File: src/i3c_ahb_pkg.sv
// ~~~~~~~~~~~~~~~~~~~~~~~~~~~~~~
// AHB-Lite bus widths, transfer type and size
// encodings, response codes
// ~~~~~~~~~~~~~~~~~~~~~~~~~~~~~~
package i3c_ahb_pkg;

  localparam int unsigned AHB_DATA_WIDTH  = 64;
  localparam int unsigned AHB_ADDR_WIDTH  = 32;
  localparam int unsigned AHB_STRB_WIDTH  = AHB_DATA_WIDTH / 8;
  localparam int unsigned AHB_BURST_WIDTH = 3;
  localparam int unsigned AHB_PROT_WIDTH  = 4;

  // Transfer type
  typedef enum logic [1:0] {
    IDLE   = 2'b00,
    BUSY   = 2'b01,
    NONSEQ = 2'b10,
    SEQ    = 2'b11
  } htrans_e;

  // Transfer size, DWORD is wider than any register
  typedef enum logic [2:0] {
    BYTE  = 3'b000,
    HALF  = 3'b001,
    WORD  = 3'b010,
    DWORD = 3'b011
  } hsize_e;

  localparam logic HRESP_OKAY  = 1'b0;
  localparam logic HRESP_ERROR = 1'b1;

endpackage

File: src/i3c_csr_pkg.sv
// ~~~~~~~~~~~~~~~~~~~~~~~~~~~~~~
// I3C host CSR offsets, register enum, field
// positions, write masks and reset values
// ~~~~~~~~~~~~~~~~~~~~~~~~~~~~~~
package i3c_csr_pkg;

  localparam int unsigned CSR_DATA_WIDTH = 32;
  localparam int unsigned CSR_ADDR_WIDTH = 6;
  localparam int unsigned CSR_STRB_WIDTH = CSR_DATA_WIDTH / 8;

  typedef enum logic [2:0] {
    REG_VERSION,
    REG_HC_CONTROL,
    REG_DEV_ADDR,
    REG_RESET_CONTROL,
    REG_QUEUE_THLD,
    REG_SCRATCH,
    REG_NONE
  } csr_reg_e;

  localparam logic [CSR_ADDR_WIDTH-1:0] OFS_VERSION       = 6'h00;
  localparam logic [CSR_ADDR_WIDTH-1:0] OFS_HC_CONTROL    = 6'h04;
  localparam logic [CSR_ADDR_WIDTH-1:0] OFS_DEV_ADDR      = 6'h08;
  localparam logic [CSR_ADDR_WIDTH-1:0] OFS_RESET_CONTROL = 6'h10;
  localparam logic [CSR_ADDR_WIDTH-1:0] OFS_QUEUE_THLD    = 6'h14;
  localparam logic [CSR_ADDR_WIDTH-1:0] OFS_SCRATCH       = 6'h18;

  localparam int unsigned HC_CTRL_BUS_ENABLE = 31;
  localparam int unsigned HC_CTRL_RESUME     = 30;
  localparam int unsigned DEV_ADDR_VALID     = 31;
  localparam int unsigned DEV_ADDR_MSB       = 22;
  localparam int unsigned DEV_ADDR_LSB       = 16;
  // Queue and FIFO reset bits start at bit 0
  localparam int unsigned RST_CTRL_WIDTH     = 6;
  localparam int unsigned QUEUE_THLD_WIDTH   = 16;

  localparam logic [CSR_DATA_WIDTH-1:0] MASK_HC_CONTROL =
      (32'h1 << HC_CTRL_BUS_ENABLE) | (32'h1 << HC_CTRL_RESUME);
  localparam logic [CSR_DATA_WIDTH-1:0] MASK_DEV_ADDR = (32'h1 << DEV_ADDR_VALID) |
      (((32'h1 << (DEV_ADDR_MSB - DEV_ADDR_LSB + 1)) - 32'h1) << DEV_ADDR_LSB);
  localparam logic [CSR_DATA_WIDTH-1:0] MASK_RESET_CONTROL = (32'h1 << RST_CTRL_WIDTH) - 32'h1;
  localparam logic [CSR_DATA_WIDTH-1:0] MASK_QUEUE_THLD = (32'h1 << QUEUE_THLD_WIDTH) - 32'h1;
  localparam logic [CSR_DATA_WIDTH-1:0] MASK_SCRATCH = 32'hFFFF_FFFF;

  localparam logic [CSR_DATA_WIDTH-1:0] RST_HC_CONTROL    = 32'h1 << HC_CTRL_BUS_ENABLE;
  localparam logic [CSR_DATA_WIDTH-1:0] RST_DEV_ADDR      = 32'h0000_0000;
  localparam logic [CSR_DATA_WIDTH-1:0] RST_RESET_CONTROL = 32'h0000_0000;
  localparam logic [CSR_DATA_WIDTH-1:0] RST_QUEUE_THLD    = 32'h0000_0101;
  localparam logic [CSR_DATA_WIDTH-1:0] RST_SCRATCH       = 32'h0000_0000;

  localparam logic [CSR_DATA_WIDTH-1:0] HCI_VERSION = 32'h0000_0120;

endpackage

File: src/ahb_decode.sv
// ~~~~~~~~~~~~~~~~~~~~~~~~~~~~~~
// AHB-Lite address phase capture and
// CSR request with lane-selected data
// ~~~~~~~~~~~~~~~~~~~~~~~~~~~~~~
`timescale 1ns/1ps

module ahb_decode (
  input  logic                                   hclk_i,
  input  logic                                   reset_i,
  input  logic                                   hsel_i,
  input  logic                                   hready_i,
  input  i3c_ahb_pkg::htrans_e                   htrans_i,
  input  i3c_ahb_pkg::hsize_e                    hsize_i,
  input  logic                                   hwrite_i,
  input  logic [i3c_ahb_pkg::AHB_ADDR_WIDTH-1:0] haddr_i,
  input  logic [i3c_ahb_pkg::AHB_DATA_WIDTH-1:0] hwdata_i,
  input  logic [i3c_ahb_pkg::AHB_STRB_WIDTH-1:0] hwstrb_i,
  input  logic                                   req_ready_i,
  output logic                                   req_valid_o,
  output logic                                   req_write_o,
  output logic [i3c_csr_pkg::CSR_ADDR_WIDTH-1:0] req_addr_o,
  output logic [i3c_csr_pkg::CSR_DATA_WIDTH-1:0] req_wdata_o,
  output logic [i3c_csr_pkg::CSR_DATA_WIDTH-1:0] req_biten_o,
  output logic                                   req_size_err_o,
  output logic                                   req_upper_o
);

  logic                                   addr_take;
  logic [i3c_csr_pkg::CSR_ADDR_WIDTH-1:2] word_addr_q;
  logic [i3c_csr_pkg::CSR_STRB_WIDTH-1:0] lane_strb;

  // Only active transfers to this slave are taken
  assign addr_take = hsel_i && hready_i &&
                     (htrans_i == i3c_ahb_pkg::NONSEQ || htrans_i == i3c_ahb_pkg::SEQ);

  always_ff @(posedge hclk_i) begin
    if (reset_i) begin
      req_valid_o <= 1'b0;
    end else if (addr_take) begin
      req_valid_o <= 1'b1;
    end else if (req_valid_o && req_ready_i) begin
      req_valid_o <= 1'b0;
    end
  end

  // Address phase fields, held through the data phase
  always_ff @(posedge hclk_i) begin
    if (addr_take) begin
      req_write_o    <= hwrite_i;
      word_addr_q    <= haddr_i[i3c_csr_pkg::CSR_ADDR_WIDTH-1:2];
      req_size_err_o <= (hsize_i == i3c_ahb_pkg::DWORD);
    end
  end

  assign req_addr_o  = {word_addr_q, 2'b00};
  assign req_upper_o = word_addr_q[2];

  // Upper word of the 64-bit bus for offsets with bit 2 set
  assign req_wdata_o = req_upper_o ?
      hwdata_i[i3c_ahb_pkg::AHB_DATA_WIDTH-1 -: i3c_csr_pkg::CSR_DATA_WIDTH] :
      hwdata_i[i3c_csr_pkg::CSR_DATA_WIDTH-1:0];

  assign lane_strb = req_upper_o ?
      hwstrb_i[i3c_ahb_pkg::AHB_STRB_WIDTH-1 -: i3c_csr_pkg::CSR_STRB_WIDTH] :
      hwstrb_i[i3c_csr_pkg::CSR_STRB_WIDTH-1:0];

  // Each strobe covers one byte of the register
  always_comb begin
    for (int i = 0; i < i3c_csr_pkg::CSR_STRB_WIDTH; i++) begin
      req_biten_o[8*i +: 8] = {8{lane_strb[i]}};
    end
  end

endmodule

File: src/csr_regfile.sv
// ~~~~~~~~~~~~~~~~~~~~~~~~~~~~~~
// I3C host CSR block with masked writes
// and self-clearing reset bits
// ~~~~~~~~~~~~~~~~~~~~~~~~~~~~~~
`timescale 1ns/1ps

module csr_regfile (
  input  logic                                   hclk_i,
  input  logic                                   reset_i,
  input  logic                                   req_valid_i,
  input  logic                                   req_write_i,
  input  logic [i3c_csr_pkg::CSR_ADDR_WIDTH-1:0] req_addr_i,
  input  logic [i3c_csr_pkg::CSR_DATA_WIDTH-1:0] req_wdata_i,
  input  logic [i3c_csr_pkg::CSR_DATA_WIDTH-1:0] req_biten_i,
  input  logic                                   req_size_err_i,
  input  logic                                   req_upper_i,
  input  logic                                   rsp_ready_i,
  output logic                                   req_ready_o,
  output logic                                   rsp_valid_o,
  output logic [i3c_csr_pkg::CSR_DATA_WIDTH-1:0] rsp_rdata_o,
  output logic                                   rsp_err_o,
  output logic                                   rsp_upper_o
);

  i3c_csr_pkg::csr_reg_e                  reg_sel;
  logic                                   req_fire;
  logic                                   access_err;
  logic                                   wr_ok;
  logic [i3c_csr_pkg::CSR_DATA_WIDTH-1:0] rd_value;
  logic [i3c_csr_pkg::CSR_DATA_WIDTH-1:0] hc_control_q;
  logic [i3c_csr_pkg::CSR_DATA_WIDTH-1:0] dev_addr_q;
  logic [i3c_csr_pkg::CSR_DATA_WIDTH-1:0] reset_ctrl_q;
  logic [i3c_csr_pkg::CSR_DATA_WIDTH-1:0] queue_thld_q;
  logic [i3c_csr_pkg::CSR_DATA_WIDTH-1:0] scratch_q;

  function automatic logic [i3c_csr_pkg::CSR_DATA_WIDTH-1:0] merge(
    input logic [i3c_csr_pkg::CSR_DATA_WIDTH-1:0] old_val,
    input logic [i3c_csr_pkg::CSR_DATA_WIDTH-1:0] data,
    input logic [i3c_csr_pkg::CSR_DATA_WIDTH-1:0] en
  );
    return (old_val & ~en) | (data & en);
  endfunction

  // A held response blocks new requests
  assign req_ready_o = !rsp_valid_o || rsp_ready_i;
  assign req_fire    = req_valid_i && req_ready_o;

  always_comb begin
    case (req_addr_i)
      i3c_csr_pkg::OFS_VERSION:       reg_sel = i3c_csr_pkg::REG_VERSION;
      i3c_csr_pkg::OFS_HC_CONTROL:    reg_sel = i3c_csr_pkg::REG_HC_CONTROL;
      i3c_csr_pkg::OFS_DEV_ADDR:      reg_sel = i3c_csr_pkg::REG_DEV_ADDR;
      i3c_csr_pkg::OFS_RESET_CONTROL: reg_sel = i3c_csr_pkg::REG_RESET_CONTROL;
      i3c_csr_pkg::OFS_QUEUE_THLD:    reg_sel = i3c_csr_pkg::REG_QUEUE_THLD;
      i3c_csr_pkg::OFS_SCRATCH:       reg_sel = i3c_csr_pkg::REG_SCRATCH;
      default:                        reg_sel = i3c_csr_pkg::REG_NONE;
    endcase
  end

  assign access_err = req_size_err_i || (reg_sel == i3c_csr_pkg::REG_NONE) ||
                      (req_write_i && reg_sel == i3c_csr_pkg::REG_VERSION);
  assign wr_ok      = req_fire && req_write_i && !access_err;

  always_comb begin
    case (reg_sel)
      i3c_csr_pkg::REG_VERSION:       rd_value = i3c_csr_pkg::HCI_VERSION;
      i3c_csr_pkg::REG_HC_CONTROL:    rd_value = hc_control_q;
      i3c_csr_pkg::REG_DEV_ADDR:      rd_value = dev_addr_q;
      i3c_csr_pkg::REG_RESET_CONTROL: rd_value = reset_ctrl_q;
      i3c_csr_pkg::REG_QUEUE_THLD:    rd_value = queue_thld_q;
      i3c_csr_pkg::REG_SCRATCH:       rd_value = scratch_q;
      default:                        rd_value = '0;
    endcase
  end

  always_ff @(posedge hclk_i) begin
    if (reset_i) begin
      hc_control_q <= i3c_csr_pkg::RST_HC_CONTROL;
      dev_addr_q   <= i3c_csr_pkg::RST_DEV_ADDR;
      reset_ctrl_q <= i3c_csr_pkg::RST_RESET_CONTROL;
      queue_thld_q <= i3c_csr_pkg::RST_QUEUE_THLD;
      scratch_q    <= i3c_csr_pkg::RST_SCRATCH;
    end else begin
      if (wr_ok && reg_sel == i3c_csr_pkg::REG_HC_CONTROL) begin
        hc_control_q <= merge(hc_control_q, req_wdata_i,
                              req_biten_i & i3c_csr_pkg::MASK_HC_CONTROL);
      end
      if (wr_ok && reg_sel == i3c_csr_pkg::REG_DEV_ADDR) begin
        dev_addr_q <= merge(dev_addr_q, req_wdata_i, req_biten_i & i3c_csr_pkg::MASK_DEV_ADDR);
      end
      if (wr_ok && reg_sel == i3c_csr_pkg::REG_QUEUE_THLD) begin
        queue_thld_q <= merge(queue_thld_q, req_wdata_i,
                              req_biten_i & i3c_csr_pkg::MASK_QUEUE_THLD);
      end
      if (wr_ok && reg_sel == i3c_csr_pkg::REG_SCRATCH) begin
        scratch_q <= merge(scratch_q, req_wdata_i, req_biten_i & i3c_csr_pkg::MASK_SCRATCH);
      end
      // Reset requests last one cycle
      if (wr_ok && reg_sel == i3c_csr_pkg::REG_RESET_CONTROL) begin
        reset_ctrl_q <= merge(reset_ctrl_q, req_wdata_i,
                              req_biten_i & i3c_csr_pkg::MASK_RESET_CONTROL);
      end else begin
        reset_ctrl_q <= '0;
      end
    end
  end

  always_ff @(posedge hclk_i) begin
    if (reset_i) begin
      rsp_valid_o <= 1'b0;
    end else if (req_fire) begin
      rsp_valid_o <= 1'b1;
    end else if (rsp_ready_i) begin
      rsp_valid_o <= 1'b0;
    end
  end

  always_ff @(posedge hclk_i) begin
    if (req_fire) begin
      rsp_err_o   <= access_err;
      rsp_upper_o <= req_upper_i;
      rsp_rdata_o <= (access_err || req_write_i) ? '0 : rd_value;
    end
  end

endmodule

File: src/ahb_response.sv
// ~~~~~~~~~~~~~~~~~~~~~~~~~~~~~~
// AHB-Lite response generator with the
// two-cycle ERROR sequence
// ~~~~~~~~~~~~~~~~~~~~~~~~~~~~~~
`timescale 1ns/1ps

module ahb_response (
  input  logic                                   hclk_i,
  input  logic                                   reset_i,
  input  logic                                   rsp_valid_i,
  input  logic [i3c_csr_pkg::CSR_DATA_WIDTH-1:0] rsp_rdata_i,
  input  logic                                   rsp_err_i,
  input  logic                                   rsp_upper_i,
  input  logic                                   pending_i,
  output logic                                   rsp_ready_o,
  output logic [i3c_ahb_pkg::AHB_DATA_WIDTH-1:0] hrdata_o,
  output logic                                   hreadyout_o,
  output logic                                   hresp_o
);

  typedef enum logic [1:0] {
    IDLE,
    ERR1,
    ERR2
  } state_e;

  state_e state_q;
  state_e state_cur;

  // A failed response starts ERR1 in the cycle it arrives
  always_comb begin
    state_cur = state_q;
    if (state_q == IDLE && rsp_valid_i && rsp_err_i) begin
      state_cur = ERR1;
    end
  end

  always_ff @(posedge hclk_i) begin
    if (reset_i) begin
      state_q <= IDLE;
    end else begin
      case (state_cur)
        ERR1:    state_q <= ERR2;
        default: state_q <= IDLE;
      endcase
    end
  end

  always_comb begin
    case (state_cur)
      ERR1: begin
        hreadyout_o = 1'b0;
        hresp_o     = i3c_ahb_pkg::HRESP_ERROR;
        rsp_ready_o = 1'b0;
      end
      ERR2: begin
        hreadyout_o = 1'b1;
        hresp_o     = i3c_ahb_pkg::HRESP_ERROR;
        rsp_ready_o = 1'b1;
      end
      default: begin
        // Wait state until an OKAY response shows up
        hreadyout_o = rsp_valid_i || !pending_i;
        hresp_o     = i3c_ahb_pkg::HRESP_OKAY;
        rsp_ready_o = 1'b1;
      end
    endcase
  end

  always_comb begin
    hrdata_o = '0;
    if (rsp_valid_i && rsp_upper_i) begin
      hrdata_o[i3c_ahb_pkg::AHB_DATA_WIDTH-1 -: i3c_csr_pkg::CSR_DATA_WIDTH] = rsp_rdata_i;
    end else if (rsp_valid_i) begin
      hrdata_o[i3c_csr_pkg::CSR_DATA_WIDTH-1:0] = rsp_rdata_i;
    end
  end

endmodule

File: src/i3c_ahb_csr_top.sv
// ~~~~~~~~~~~~~~~~~~~~~~~~~~~~~~
// AHB-Lite to I3C host CSR bridge top level
// ~~~~~~~~~~~~~~~~~~~~~~~~~~~~~~
`timescale 1ns/1ps

module i3c_ahb_csr_top (
  input  logic                                    hclk_i,
  input  logic                                    reset_i,
  input  logic                                    hsel_i,
  input  logic                                    hready_i,
  input  logic [i3c_ahb_pkg::AHB_ADDR_WIDTH-1:0]  haddr_i,
  input  i3c_ahb_pkg::htrans_e                    htrans_i,
  input  i3c_ahb_pkg::hsize_e                     hsize_i,
  input  logic [i3c_ahb_pkg::AHB_BURST_WIDTH-1:0] hburst_i,
  input  logic [i3c_ahb_pkg::AHB_PROT_WIDTH-1:0]  hprot_i,
  input  logic                                    hwrite_i,
  input  logic [i3c_ahb_pkg::AHB_DATA_WIDTH-1:0]  hwdata_i,
  input  logic [i3c_ahb_pkg::AHB_STRB_WIDTH-1:0]  hwstrb_i,
  output logic [i3c_ahb_pkg::AHB_DATA_WIDTH-1:0]  hrdata_o,
  output logic                                    hreadyout_o,
  output logic                                    hresp_o
);

  logic                                   req_valid;
  logic                                   req_ready;
  logic                                   req_write;
  logic [i3c_csr_pkg::CSR_ADDR_WIDTH-1:0] req_addr;
  logic [i3c_csr_pkg::CSR_DATA_WIDTH-1:0] req_wdata;
  logic [i3c_csr_pkg::CSR_DATA_WIDTH-1:0] req_biten;
  logic                                   req_size_err;
  logic                                   req_upper;
  logic                                   rsp_valid;
  logic                                   rsp_ready;
  logic [i3c_csr_pkg::CSR_DATA_WIDTH-1:0] rsp_rdata;
  logic                                   rsp_err;
  logic                                   rsp_upper;

  ahb_decode u_decode (
    .hclk_i         (hclk_i),
    .reset_i        (reset_i),
    .hsel_i         (hsel_i),
    .hready_i       (hready_i),
    .htrans_i       (htrans_i),
    .hsize_i        (hsize_i),
    .hwrite_i       (hwrite_i),
    .haddr_i        (haddr_i),
    .hwdata_i       (hwdata_i),
    .hwstrb_i       (hwstrb_i),
    .req_ready_i    (req_ready),
    .req_valid_o    (req_valid),
    .req_write_o    (req_write),
    .req_addr_o     (req_addr),
    .req_wdata_o    (req_wdata),
    .req_biten_o    (req_biten),
    .req_size_err_o (req_size_err),
    .req_upper_o    (req_upper)
  );

  csr_regfile u_regfile (
    .hclk_i         (hclk_i),
    .reset_i        (reset_i),
    .req_valid_i    (req_valid),
    .req_write_i    (req_write),
    .req_addr_i     (req_addr),
    .req_wdata_i    (req_wdata),
    .req_biten_i    (req_biten),
    .req_size_err_i (req_size_err),
    .req_upper_i    (req_upper),
    .rsp_ready_i    (rsp_ready),
    .req_ready_o    (req_ready),
    .rsp_valid_o    (rsp_valid),
    .rsp_rdata_o    (rsp_rdata),
    .rsp_err_o      (rsp_err),
    .rsp_upper_o    (rsp_upper)
  );

  // Open decoder request keeps the data phase stalled
  ahb_response u_response (
    .hclk_i      (hclk_i),
    .reset_i     (reset_i),
    .rsp_valid_i (rsp_valid),
    .rsp_rdata_i (rsp_rdata),
    .rsp_err_i   (rsp_err),
    .rsp_upper_i (rsp_upper),
    .pending_i   (req_valid),
    .rsp_ready_o (rsp_ready),
    .hrdata_o    (hrdata_o),
    .hreadyout_o (hreadyout_o),
    .hresp_o     (hresp_o)
  );

endmodule

File: config.mk
export PLATFORM = sky130hd
export DESIGN_NAME = i3c_ahb_csr_top
export DESIGN_NICKNAME = d
export VERILOG_FILES = /design/src/i3c_ahb_pkg.sv /design/src/i3c_csr_pkg.sv /design/src/ahb_decode.sv /design/src/csr_regfile.sv /design/src/ahb_response.sv /design/src/i3c_ahb_csr_top.sv
export SDC_FILE = /design/constraint.sdc
export NUM_CORES = 1
export LEC_CHECK = 0
export ABC_CLOCK_PERIOD_IN_PS = 4300
export BUFFER_PORTS_ARGS = -buffer_cell sky130_fd_sc_hd__buf_2
export CAP_MARGIN = 20
export CORE_ASPECT_RATIO = 0.8
export CORE_UTILIZATION = 52
export CTS_CLUSTER_SIZE = 14
export DETAILED_ROUTE_END_ITERATION = 10
export GPL_TIMING_DRIVEN = 1
export PLACE_DENSITY = 0.81
export SETUP_SLACK_MARGIN = 0.15
export SYNTH_ARGS = -nofsm -noshare
export SYNTH_HDL_FRONTEND = slang
export SYNTH_HIERARCHICAL = 1
export SYNTH_SLANG_ARGS = --single-unit
File: constraint.sdc
create_clock -name hclk_i -period 4.3 [get_ports hclk_i]
set_input_delay 0.86 -clock hclk_i [delete_from_list [all_inputs] [get_ports hclk_i]]
set_output_delay 0.86 -clock hclk_i [all_outputs]
set_load 0.01 [all_outputs]
==> results of run 1 <==
## worst min-delay path by stage
stage | startpoint | endpoint | slack, ns | cells past startpoint
after floorplan | u_response/state_q[1] | u_response/state_q[1] | 0.43 | 1
after detailed placement | flop | flop | 0.45 | 2
after global routing | flop | flop | 0.48 | 2
after CTS | flop | flop | 0.46 | 2
final | flop | flop | 0.46 | 2
after global placement | flop | flop | 0.44 | 2
## layout make-up
class	count	area, um^2	share of cell area, %
inverters	24	90.09	1.296
clock inverters	5	46.29	0.6661
flip-flops and latches	107	2542	36.58
repair buffers	164	875.8	12.60
clock buffers	11	242.7	3.492
well taps	148	185.2	2.664
multi-input cells	433	2968	42.70
## stage by stage
stage	worst slack (ns)	instance area [um^2]	total power, uW
2_1_floorplan	1.269	6126	1226
3_3_place_gp	1.043	6634	1251
3_5_place_dp	0.9640	6634	1258
4_1_cts	0.9134	6923	2035
5_1_grt	0.5577	6950	2099
6_report	0.8327	6950	2023
## worst max-delay path, stage by stage, from the launching register on
cell and delay, ns:
sky130_fd_sc_hd__edfxtp_1 0.41, sky130_fd_sc_hd__or3_1 0.53, sky130_fd_sc_hd__nor2_1 0.16, sky130_fd_sc_hd__o21ai_0 0.11, sky130_fd_sc_hd__ha_1 0.33, sky130_fd_sc_hd__nor4_1 0.31
sky130_fd_sc_hd__buf_4 0.18, sky130_fd_sc_hd__and3_2 0.68, sky130_fd_sc_hd__buf_4 0.31, sky130_fd_sc_hd__nand4_1 0.13, sky130_fd_sc_hd__a21oi_1 0.22
## cell families after synthesis
group	Yosys count	share of synthesized area, %
simple gates	252	22.05
buf+inv	109	10.10
flops	107	41.53
compound gates	99	10.44
mux	79	15.61
fa+ha+maj	1	0.2043
other cells	1	0.06125
## power by group through the flow
| stage | combinational [uW] | sequential, uW | clock, uW |
|---|---|---|---|
| 2_1_floorplan | 148 | 1080 | 0 |
| 3_3_place_gp | 170 | 1080 | 0 |
| 3_5_place_dp | 176 | 1080 | 0 |
| 4_1_cts | 177 | 1060 | 799 |
| 5_1_grt | 193 | 1060 | 846 |
| 6_report | 179 | 1060 | 786 |
## per-layer routing
layer / up-vias / share of wire, % / GRT usage (%)
met5: - / 0 / 0
met1: 2356 / 44 / 32.17
met2: 230 / 46 / 38.16
met4: 0 / 1.8 / 8.526
li1: 2470 / - / -
met3: 31 / 7.4 / 4.572
## synthesized netlist by cell type, types with 2 or more instances
cell                       count  area (um^2)
sky130_fd_sc_hd__and3_1       35        219.0
sky130_fd_sc_hd__a21oi_1      38        190.2
sky130_fd_sc_hd__o21ai_0       9        45.04
sky130_fd_sc_hd__nand4_1      37        231.5
sky130_fd_sc_hd__mux2i_1      37        370.4
sky130_fd_sc_hd__nor2b_1       5        31.28
sky130_fd_sc_hd__nor2_1       33        123.9
sky130_fd_sc_hd__nand2_1      48        180.2
sky130_fd_sc_hd__buf_2         8        40.04
sky130_fd_sc_hd__nand3_1      32        160.2
sky130_fd_sc_hd__dfxtp_1      67         1341
sky130_fd_sc_hd__a21o_1        2        15.01
sky130_fd_sc_hd__mux2_2       12        135.1
sky130_fd_sc_hd__o31ai_1      27        202.7
sky130_fd_sc_hd__inv_1        24        90.09
sky130_fd_sc_hd__nor3_1       10        50.05
sky130_fd_sc_hd__a32oi_1       2        17.52
sky130_fd_sc_hd__or2_2         2        12.51
sky130_fd_sc_hd__buf_6         4        45.04
sky130_fd_sc_hd__nor3_2        5        50.05
sky130_fd_sc_hd__buf_12        3        60.06
sky130_fd_sc_hd__buf_4        32        240.2
sky130_fd_sc_hd__mux2_4       30        450.4
sky130_fd_sc_hd__or3_1         2        12.51
sky130_fd_sc_hd__buf_1         3        11.26
sky130_fd_sc_hd__and2_1       33        206.5
sky130_fd_sc_hd__nand2b_1      7        43.79
sky130_fd_sc_hd__edfxtp_1     40         1201
sky130_fd_sc_hd__clkbuf_1     35        131.4
sky130_fd_sc_hd__a22oi_1      14        105.1
==> impl_results.md, run 1 <==
* Drt pass-1 iters at 5
* Part of the power in the clock network at between 30% and 40%
* Iteration-0 DRC count of the detailed router at 390
* Register clock-pin slew on the reported worst setup and hold paths at around 0.070 ns
* Wire length per cell after detailed routing at 16.11 um
* GRT Residual Overflow at 0
* Std-Cell Core Area at about 11,000 um^2
* Starting Density at 53.36%
* Die boundary height at 99.05 um
* Worst IR Drop VDD at approximately 0.19 mV
* Sequential cell fraction of total power at a little over half
* Most common cell after layout, fill and taps aside: sky130_fd_sc_hd__buf_2
* Master cell of the clock root buffer: sky130_fd_sc_hd__clkbuf_16
* Placed instance count at 875
* Number of antenna diodes at 0
* Wire length of the first global-routing pass at about 23,000 um
* Ratio of cells with drive above 1 in the final layout at 31.05%
* Number of enable flip-flop cells after synthesis at 40
* Post-cts gate resize count at 0
* Kind of start point of the critical path: flop
* Number of buffers inserted by port buffering at 150
* Via count of the first global-routing pass at between 4,000 and 5,000
* Average cell area after synthesis at 9.448 um^2
* Area growth syn-to-layout at 13.53%
* Unrepaired setup endpoints after global routing: false
* Hpwl dp at 9724 um
* Share of the clock period used by the worst path after layout at 80.63%
* Syn Inst Count at around 650
* Leak at between 0.003 and 0.004 uW
* Final net count at 861
* Critical path endpoint category: flop
* Final hold violations at 0
* Total of fill cells in the finished design at roughly 960
* Reg2reg path depth at 10
* Path type of the worst setup path: reg2reg
* Clock latency of the later-clocked register in the worst-skew pair at around 0.34 ns
* Total Wirelength at ~14,000 um
* Reg-to-reg setup timing slack at 0.83 ns
* All-Layer GR Usage at a little under a quarter
* Clock skew after layout at 0.006348 ns
* Tmin final at approximately 3.5 ns
* Final sum of negative setup slack at 0 ns
* Number of clock sinks seen by CTS at around 110
* Max-Slew Margin vs Limit at between 30 and 40%
* Highest fanout seen on the critical path at 37
* Proportion of synthesized chip area in sequential cells at between 40 and 50%
* Fin Hold WS at ~0.46 ns
* Final setup violation count at 0
* Via density per instance at roughly 5.7
* Final standard cell utilization of the core at between 60% and 70%
* Combinational share of power at around 9%
* Leading cell types in the layout, fill and taps excluded: sky130_fd_sc_hd__buf_2, sky130_fd_sc_hd__dfxtp_1, sky130_fd_sc_hd__nand2_1
* Cell variety after synth at between 40 and 50
* HP Class: reg2reg
* Initial antenna violation count at 0
* Number of buffers inserted for hold repair after clock tree synthesis at 0
* Commonest register cell after synthesis: sky130_fd_sc_hd__dfxtp_1
* Post-detailed-route count of antenna-violating nets at 0
* Detailed-route DRC error count at 0
* Number of post-CTS setup repair buffers at 0
* Clock buffers created by TritonCTS at 9
* Worst Path Arrival at roughly 3.7 ns
* Non-filler instance count after layout at slightly below 900
* Measured slew at the worst slew-check pin at between 0.9 and 1 ns
* Row Count at 35
* Switching part of the total power at a little under a quarter
* Pin count of the biggest net entering global routing at 51
* Level count of the clock H-tree at 3
* Via Count at a little over 5,000
* First element of the critical path: u_decode/word_addr_q[5]
* Max-cap viol count at 0
* Final max-slew violation count at 0
* Buffer levels on the longest clock path at 2
* Routability-driven placement congestion ratio at between 0.8 and 0.9
* Internal power component at 1553 uW
* Number of storage elements in the synthesis netlist at 107
* NetSw at about 470 uW
* Mapped Area at between 6000 and 7000 um^2
* I/O pins at approximately 190
* Fmax achieved at roughly 290 MHz
* Power Dens Cells at roughly 290 nW/um^2
* Outcome: finished clean
* Syn. warnings at 6
* Clock tree from TritonCTS: yes
* Startpoint of the worst register-to-register path: u_decode/word_addr_q[5]
* Proportion of register bits with asynchronous set or reset after synthesis at 0%
* Required time at the endpoint of the critical path at roughly 4.6 ns
* Width of the die at around 120 um
* Floorplan die area at between 10,000 and 15,000 um^2
No activity file was read; power rests on OpenSTA's default activity.
==> inputs of run 2 (changes only) <==
Settings changed: ABC_CLOCK_PERIOD_IN_PS 4300 to 2800, CORE_UTILIZATION 52 to 47, PLACE_DENSITY 0.81 to 0.77.
Clock period 4.3 ns to 2.8 ns, I/O delays scaled along.
==> impl_results.md, run 2 (same netlist as run 1, synthesis figures left out) <==
* Via density per instance at 5.613 (-1.6%)
* Storage cell area at 2542 um^2 (unchanged)
* Starting Density at 49.25% (-4.1 points)
* Worst IR Drop VDD at 0.3273 mV (+70%)
* Final setup violation count at 0 (unchanged)
* Kind of cell with the highest combined delay on the critical path: simple AND/OR/NAND/NOR gates
* Clock buffers created by TritonCTS at 9 (unchanged)
* Master cell of the clock root buffer: sky130_fd_sc_hd__clkbuf_16
* Fmax achieved at 384.8 MHz (+33%)
* Leak at 0.003218 uW (+3.4%)
* Critical path endpoint category: flop
* Combinational share of power at 8.1% (-0.7 points)
* GRT Residual Overflow at 0 (unchanged)
* Clock tree from TritonCTS: yes
* Fin Hold WS at 0.3992 ns (-0.05958 ns)
* Clock latency of the later-clocked register in the worst-skew pair at 0.35 ns (about the same)
* Ordered list of cells on the worst path: or3_4 -> nor2_1 -> o21ai_1 -> ha_2 -> nor4_4 -> and3_4 -> clkbuf_16 -> nand3_1 -> mux2i_1
* Initial antenna violation count at 0 (unchanged)
* Measured slew at the worst slew-check pin at 0.8775 ns (-0.08218 ns)
* Sequential cell fraction of total power at 47.3% (-5.0 points)
* Total of fill cells in the finished design at 1,040 (+8.9%)
* Max-cap viol count at 0 (unchanged)
* Highest fanout seen on the critical path at 27 (-27%)
* I/O pins at 187 (unchanged)
* Max-Slew Margin vs Limit at 41.50% (+5.5 points)
* Placed instance area at 6774 um^2 (+2.1%)
* Cells on Worst Hold Path at 1 (-1)
* Drt pass-1 iters at 5 (unchanged)
* Terminating pin of the worst hold path: u_decode/req_write_o
* Power Dens Cells at 475.5 nW/um^2 (+63%)
* Routability-driven placement congestion ratio at 0.9040 (+11%)
* Width of the die at 129.6 um (+5.1%)
* Share of the clock period used by the worst path after layout at 92.80% (+12 points)
* Source of the worst hold timing path: hwrite_i
* Startpoint of the worst register-to-register path: u_decode/word_addr_q[5]
* Wire length per cell after detailed routing at 16.94 um (+5.2%)
* Detailed-route DRC error count at 0 (unchanged)
* Wire length of the first global-routing pass at 23,880 um (+3.9%)
* Tmin final at 2.598 ns (-0.8688 ns)
* Number of antenna diodes at 0 (unchanged)
* Internal power component at 2718 uW (+75%)
* Number of buffers inserted for hold repair after clock tree synthesis at 0 (unchanged)
* Final hold violations at 0 (unchanged)
* Required time at the endpoint of the critical path at 3.04 ns (-1.52 ns)
* Reg-to-reg setup timing slack at 0.20 ns (-0.63 ns)
* Via Count at 5,203 (+2.3%)
* Total Wirelength at 15,710 um (+9.3%)
* Kind of start point of the critical path: flop
* Pin count of the biggest net entering global routing at 56 (+9.8%)
* Std-Cell Core Area at 12,430 um^2 (+8.4%)
* HP Class: in2reg
* Leading cell types in the layout, fill and taps excluded: sky130_fd_sc_hd__buf_2, sky130_fd_sc_hd__dfxtp_1, sky130_fd_sc_hd__nand2_1
* Post-layout instance area at 7247 um^2 (+4.3%)
* Ratio of cells with drive above 1 in the final layout at 32.41% (+1.4 points)
* Footprint of the multi-input gates at 3007 um^2 (+1.3%)
* Path type of the worst setup path: reg2reg
* Post-detailed-route count of antenna-violating nets at 0 (unchanged)
* NetSw at 728.6 uW (+55%)
* Hpwl dp at 10,610 um (+9.1%)
* Slowest CP cell: sky130_fd_sc_hd__edfxtp_1
* Part of the power in the clock network at 44.6% (+5.8 points)
* Outcome: finished clean
* Final max-slew violation count at 0 (unchanged)
* Clock skew after layout at 0.006080 ns (-0.0002687 ns)
* Buffer levels on the longest clock path at 2 (unchanged)
* Max stage delay on crit path at 0.45 ns (-0.23 ns)
* Level count of the clock H-tree at 3 (unchanged)
* Total design power at 3446 uW (+70%)
* Row Count at 36 (+2.9%)
* Reg2reg path depth at 9 (-1)
* Via count of the first global-routing pass at 4,774 (-0.48%)
* Number of buffers inserted by port buffering at 150 (unchanged)
* Area growth syn-to-layout at 18.37%
* Switching part of the total power at 21.14% (-2.1 points)
* Final sum of negative setup slack at 0 ns (unchanged)
* All-Layer GR Usage at 22.27% (-1.6 points)
* Register clock-pin slew on the reported worst setup and hold paths at 0.07 ns (about the same)
* Die boundary height at 104.1 um (+5.1%)
* Worst Path Arrival at 2.84 ns (-0.89 ns)
* Floorplan die area at 13,490 um^2 (+10%)
* Iteration-0 DRC count of the detailed router at 615 (+58%)
* Final net count at 873 (+1.4%)
* Unrepaired setup endpoints after global routing: true
* Most common cell after layout, fill and taps aside: sky130_fd_sc_hd__buf_2
* Number of clock sinks seen by CTS at 107 (unchanged)
* Bufs and invs on worst path at 1 (-1)
-- run 2: worst max-delay path by stage --
stage                                        from                       end  slack, ns  depth (start not counted)
after floorplan           u_decode/word_addr_q[4]  u_regfile/rsp_rdata_o[8]       0.20                         12
after global placement    u_decode/word_addr_q[5]  u_regfile/rsp_rdata_o[0]       0.31                          9
after detailed placement  u_decode/word_addr_q[5]  u_regfile/rsp_rdata_o[1]       0.25                          9
after CTS                 u_decode/word_addr_q[5]  u_regfile/rsp_rdata_o[7]       0.21                          9
after global routing      u_decode/word_addr_q[5]                      flop       0.10                          9
final                     u_decode/word_addr_q[5]                      flop       0.20                          9
-- run 2: area by class of cell --
| class | instances | area share [%] |
|---|---|---|
| Multi-Input combinational cell | 434 | 41.49 |
| Sequential cell | 107 | 35.08 |
| Timing Repair Buffer | 175 | 14.19 |
| Clock buffer | 10 | 3.160 |
| Tap cell | 171 | 2.952 |
| Clock inverter | 6 | 1.882 |
| Inverter | 24 | 1.243 |
-- run 2: timing repair --
action	in CTS	in global routing
buffers inserted	0	1
endpoints found under the setup margin	0	54
gates resized for setup	0	5
-- run 2: power by group through the flow --
stage	logic (uW)	clock network, uW	registers [uW]
2_1_floorplan	229	0	1660
3_3_place_gp	266	0	1660
3_5_place_dp	276	0	1660
4_1_cts	277	1550	1630
5_1_grt	306	1610	1630
6_report	281	1540	1630
-- run 2: routing by layer --
layer	GRT usage [%]	share of wire, %	vias to the layer above
met1	32.46	44	2413
li1	-	-	2500
met3	3.909	9.4	24
met2	33.65	45	266
met5	0	0	-
met4	5.980	1.4	0
-- run 2: metrics by stage --
| stage | std cells | setup slack (ns) | util [%] |
|---|---|---|---|
| 2_1_floorplan | 649 | 0.2032 | - |
| 3_5_place_dp | 906 | 0.2454 | 54.49 |
| 3_3_place_gp | 906 | 0.3050 | 54.49 |
| 4_1_cts | 922 | 0.2134 | 57.43 |
| 6_report | 927 | 0.2016 | 58.29 |
| 5_1_grt | 927 | 0.1018 | 58.29 |
==> inputs of run 3 (changes only) <==
Settings changed: GPL_TIMING_DRIVEN 1 to 0, SLEW_MARGIN set to 0.
==> impl_results.md, run 3 (same netlist as run 1, synthesis figures left out) <==
* Clock latency of the later-clocked register in the worst-skew pair at 0.35 ns (about the same)
* Share of the clock period used by the worst path after layout at 95.73% (+2.9 points)
* Number of buffers inserted by port buffering at 150 (unchanged)
* Wire length per cell after detailed routing at 17.60 um (+3.9%)
* Kind of cell with the highest combined delay on the critical path: buffers and inverters
* Hpwl dp at 12,000 um (+13%)
* Required time at the endpoint of the critical path at 2.99 ns (-0.05 ns)
* Floorplan die area at 13,490 um^2 (unchanged)
* NetSw at 770.9 uW (+5.8%)
* Final max-slew violation count at 0 (unchanged)
* Register clock-pin slew on the reported worst setup and hold paths at 0.07 ns (about the same)
* Total Wirelength at 17,690 um (+13%)
* Level count of the clock H-tree at 3 (unchanged)
* Internal power component at 2599 uW (-4.4%)
* Die boundary height at 104.1 um (unchanged)
* Kind of start point of the critical path: flop
* Iteration-0 DRC count of the detailed router at 663 (+7.8%)
* Bufs and invs on worst path at 4 (+3)
* Detailed-route DRC error count at 0 (unchanged)
* Part of the power in the clock network at 40.7% (-3.9 points)
* Final net count at 951 (+8.9%)
* Initial antenna violation count at 0 (unchanged)
* Measured slew at the worst slew-check pin at 0.7134 ns (-0.1641 ns)
* Post-detailed-route count of antenna-violating nets at 0 (unchanged)
* Via count of the first global-routing pass at 5,134 (+7.5%)
* Ordered list of cells on the worst path: buf_2 -> nor2b_2 -> o211ai_1 -> ha_2 -> clkbuf_8 -> nor4_4 -> buf_4 -> nand3_4 -> buf_8 -> o31ai_1 -> a21oi_1
* Fmax achieved at 373.1 MHz (-3.1%)
* I/O pins at 187 (unchanged)
* Worst Path Arrival at 2.88 ns (+0.04 ns)
* Total of fill cells in the finished design at 992 (-4.6%)
* Via Count at 5,696 (+9.5%)
* Combinational share of power at 11.1% (+3.0 points)
* Unrepaired setup endpoints after global routing: true
* Storage cell area at 2542 um^2 (unchanged)
* Outcome: finished clean
* Leak at 0.003580 uW (+11%)
* Slowest CP cell: sky130_fd_sc_hd__edfxtp_1
* Leading cell types in the layout, fill and taps excluded: sky130_fd_sc_hd__buf_2, sky130_fd_sc_hd__dfxtp_1, sky130_fd_sc_hd__buf_4
* Ratio of cells with drive above 1 in the final layout at 39.09% (+6.7 points)
* Routability-driven placement congestion ratio at 0.9321 (+3.1%)
* Std-Cell Core Area at 12,430 um^2 (unchanged)
* Final standard cell utilization of the core at 64.24% (+5.9 points)
* Final hold violations at 0 (unchanged)
* Drt pass-1 iters at 6 (+1)
* Tmin final at 2.681 ns (+0.08206 ns)
* Area growth syn-to-layout at 30.45%
* Number of antenna diodes at 0 (unchanged)
* Starting Density at 49.25% (unchanged)
* Row Count at 36 (unchanged)
* GRT Residual Overflow at 0 (unchanged)
* All-Layer GR Usage at 25.49% (+3.2 points)
* Most common cell after layout, fill and taps aside: sky130_fd_sc_hd__buf_2
* HP Class: in2reg
* Max-cap viol count at 0 (unchanged)
* Final sum of negative setup slack at 0 ns (unchanged)
* Max stage delay on crit path at 0.48 ns (+0.03 ns)
* Clock buffers created by TritonCTS at 9 (unchanged)
* Pin count of the biggest net entering global routing at 23 (-59%)
* Power Dens Cells at 421.9 nW/um^2 (-11%)
* Width of the die at 129.6 um (unchanged)
* Wire length of the first global-routing pass at 26,700 um (+12%)
* Footprint of the multi-input gates at 3158 um^2 (+5.0%)
* Via density per instance at 5.668 (+0.98%)
* Buffer levels on the longest clock path at 2 (unchanged)
* Critical path endpoint category: flop
* Number of clock sinks seen by CTS at 107 (unchanged)
* Final setup violation count at 0 (unchanged)
* Clock skew after layout at 0.004590 ns (-0.001490 ns)
* Switching part of the total power at 22.88% (+1.7 points)
* Sequential cell fraction of total power at 48.2% (+0.9 points)
* Max-Slew Margin vs Limit at 52.44% (+11 points)
* Path type of the worst setup path: reg2reg
* Highest fanout seen on the critical path at 10 (-63%)
* Number of buffers inserted for hold repair after clock tree synthesis at 0 (unchanged)
* Worst IR Drop VDD at 0.2895 mV (-12%)
* Master cell of the clock root buffer: sky130_fd_sc_hd__clkbuf_16
* Total design power at 3370 uW (-2.2%)
* Clock tree from TritonCTS: yes
==> run 3: cell count changes in the layout (fill, tap and decap cells not counted), moves of 3 or more <==
cell,previous run,this run
sky130_fd_sc_hd__buf_8,0,5
sky130_fd_sc_hd__buf_2,150,153
sky130_fd_sc_hd__o31ai_2,0,12
sky130_fd_sc_hd__nor3_1,10,7
sky130_fd_sc_hd__clkbuf_1,1,24
sky130_fd_sc_hd__clkbuf_8,0,5
sky130_fd_sc_hd__o31ai_1,27,14
sky130_fd_sc_hd__nor3_4,0,3
sky130_fd_sc_hd__buf_4,19,48
sky130_fd_sc_hd__buf_6,0,8
==> run 3: routing by layer <==
layer  vias to the layer above  GRT usage (%)  wire [um]
met5                         -              0          0
met4                         0          6.229        349
met3                        31          4.218       1754
met2                       381          38.81       7897
met1                      2621          37.34       7690
li1                       2663              -          -
==> run 3: power by group through the flow <==
stage	clock network (uW)	registers [uW]	logic (uW)
2_1_floorplan	0	1660	229
3_3_place_gp	0	1660	335
3_5_place_dp	0	1660	341
4_1_cts	1380	1620	359
5_1_grt	1430	1620	399
6_report	1370	1620	374
==> run 3: area by class of cell <==
class	instances	area share (%)
inverter	24	1.128
multi-input combinational	433	39.54
clock inverter	6	1.191
sequential	107	31.83
buffer	84	8.554
timing repair buffer	170	12.20
tap	171	2.679
clock buffer	10	2.867
==> run 3: what timing repair did <==
action	CTS	global route
setup endpoints to repair	94	88
resized for setup	54	34
cloned	5	1
pin swaps	10	14
setup buffers	10	3
==> run 3: worst paths after layout <==
| check | start | to | slack (ns) | cells past startpoint |
|---|---|---|---|---|
| worst max-delay path | u_decode/word_addr_q[3] | flop | 0.12 | 11 |
| worst min-delay path | haddr_i[3] | u_decode/word_addr_q[3] | 0.40 | 1 |
| worst max register to register | u_decode/word_addr_q[3] | flop | 0.12 | 11 |
| worst min register to register | flop | flop | 0.46 | 2 |
==> run 3: per-stage QoR <==
| step | instances | setup WS, ns | cell area, um^2 | hold slack [ns] |
|---|---|---|---|---|
| after floorplan | 649 | 0.2032 | 6151 | 0.4278 |
| after global placement | 970 | -0.4398 | 7116 | 0.4452 |
| after detailed placement | 971 | -0.4106 | 7143 | 0.4518 |
| after CTS | 1001 | 0.1508 | 7812 | 0.3946 |
| after global routing | 1005 | 0.1002 | 7986 | 0.3852 |
| final | 1005 | 0.1195 | 7986 | 0.3977 |
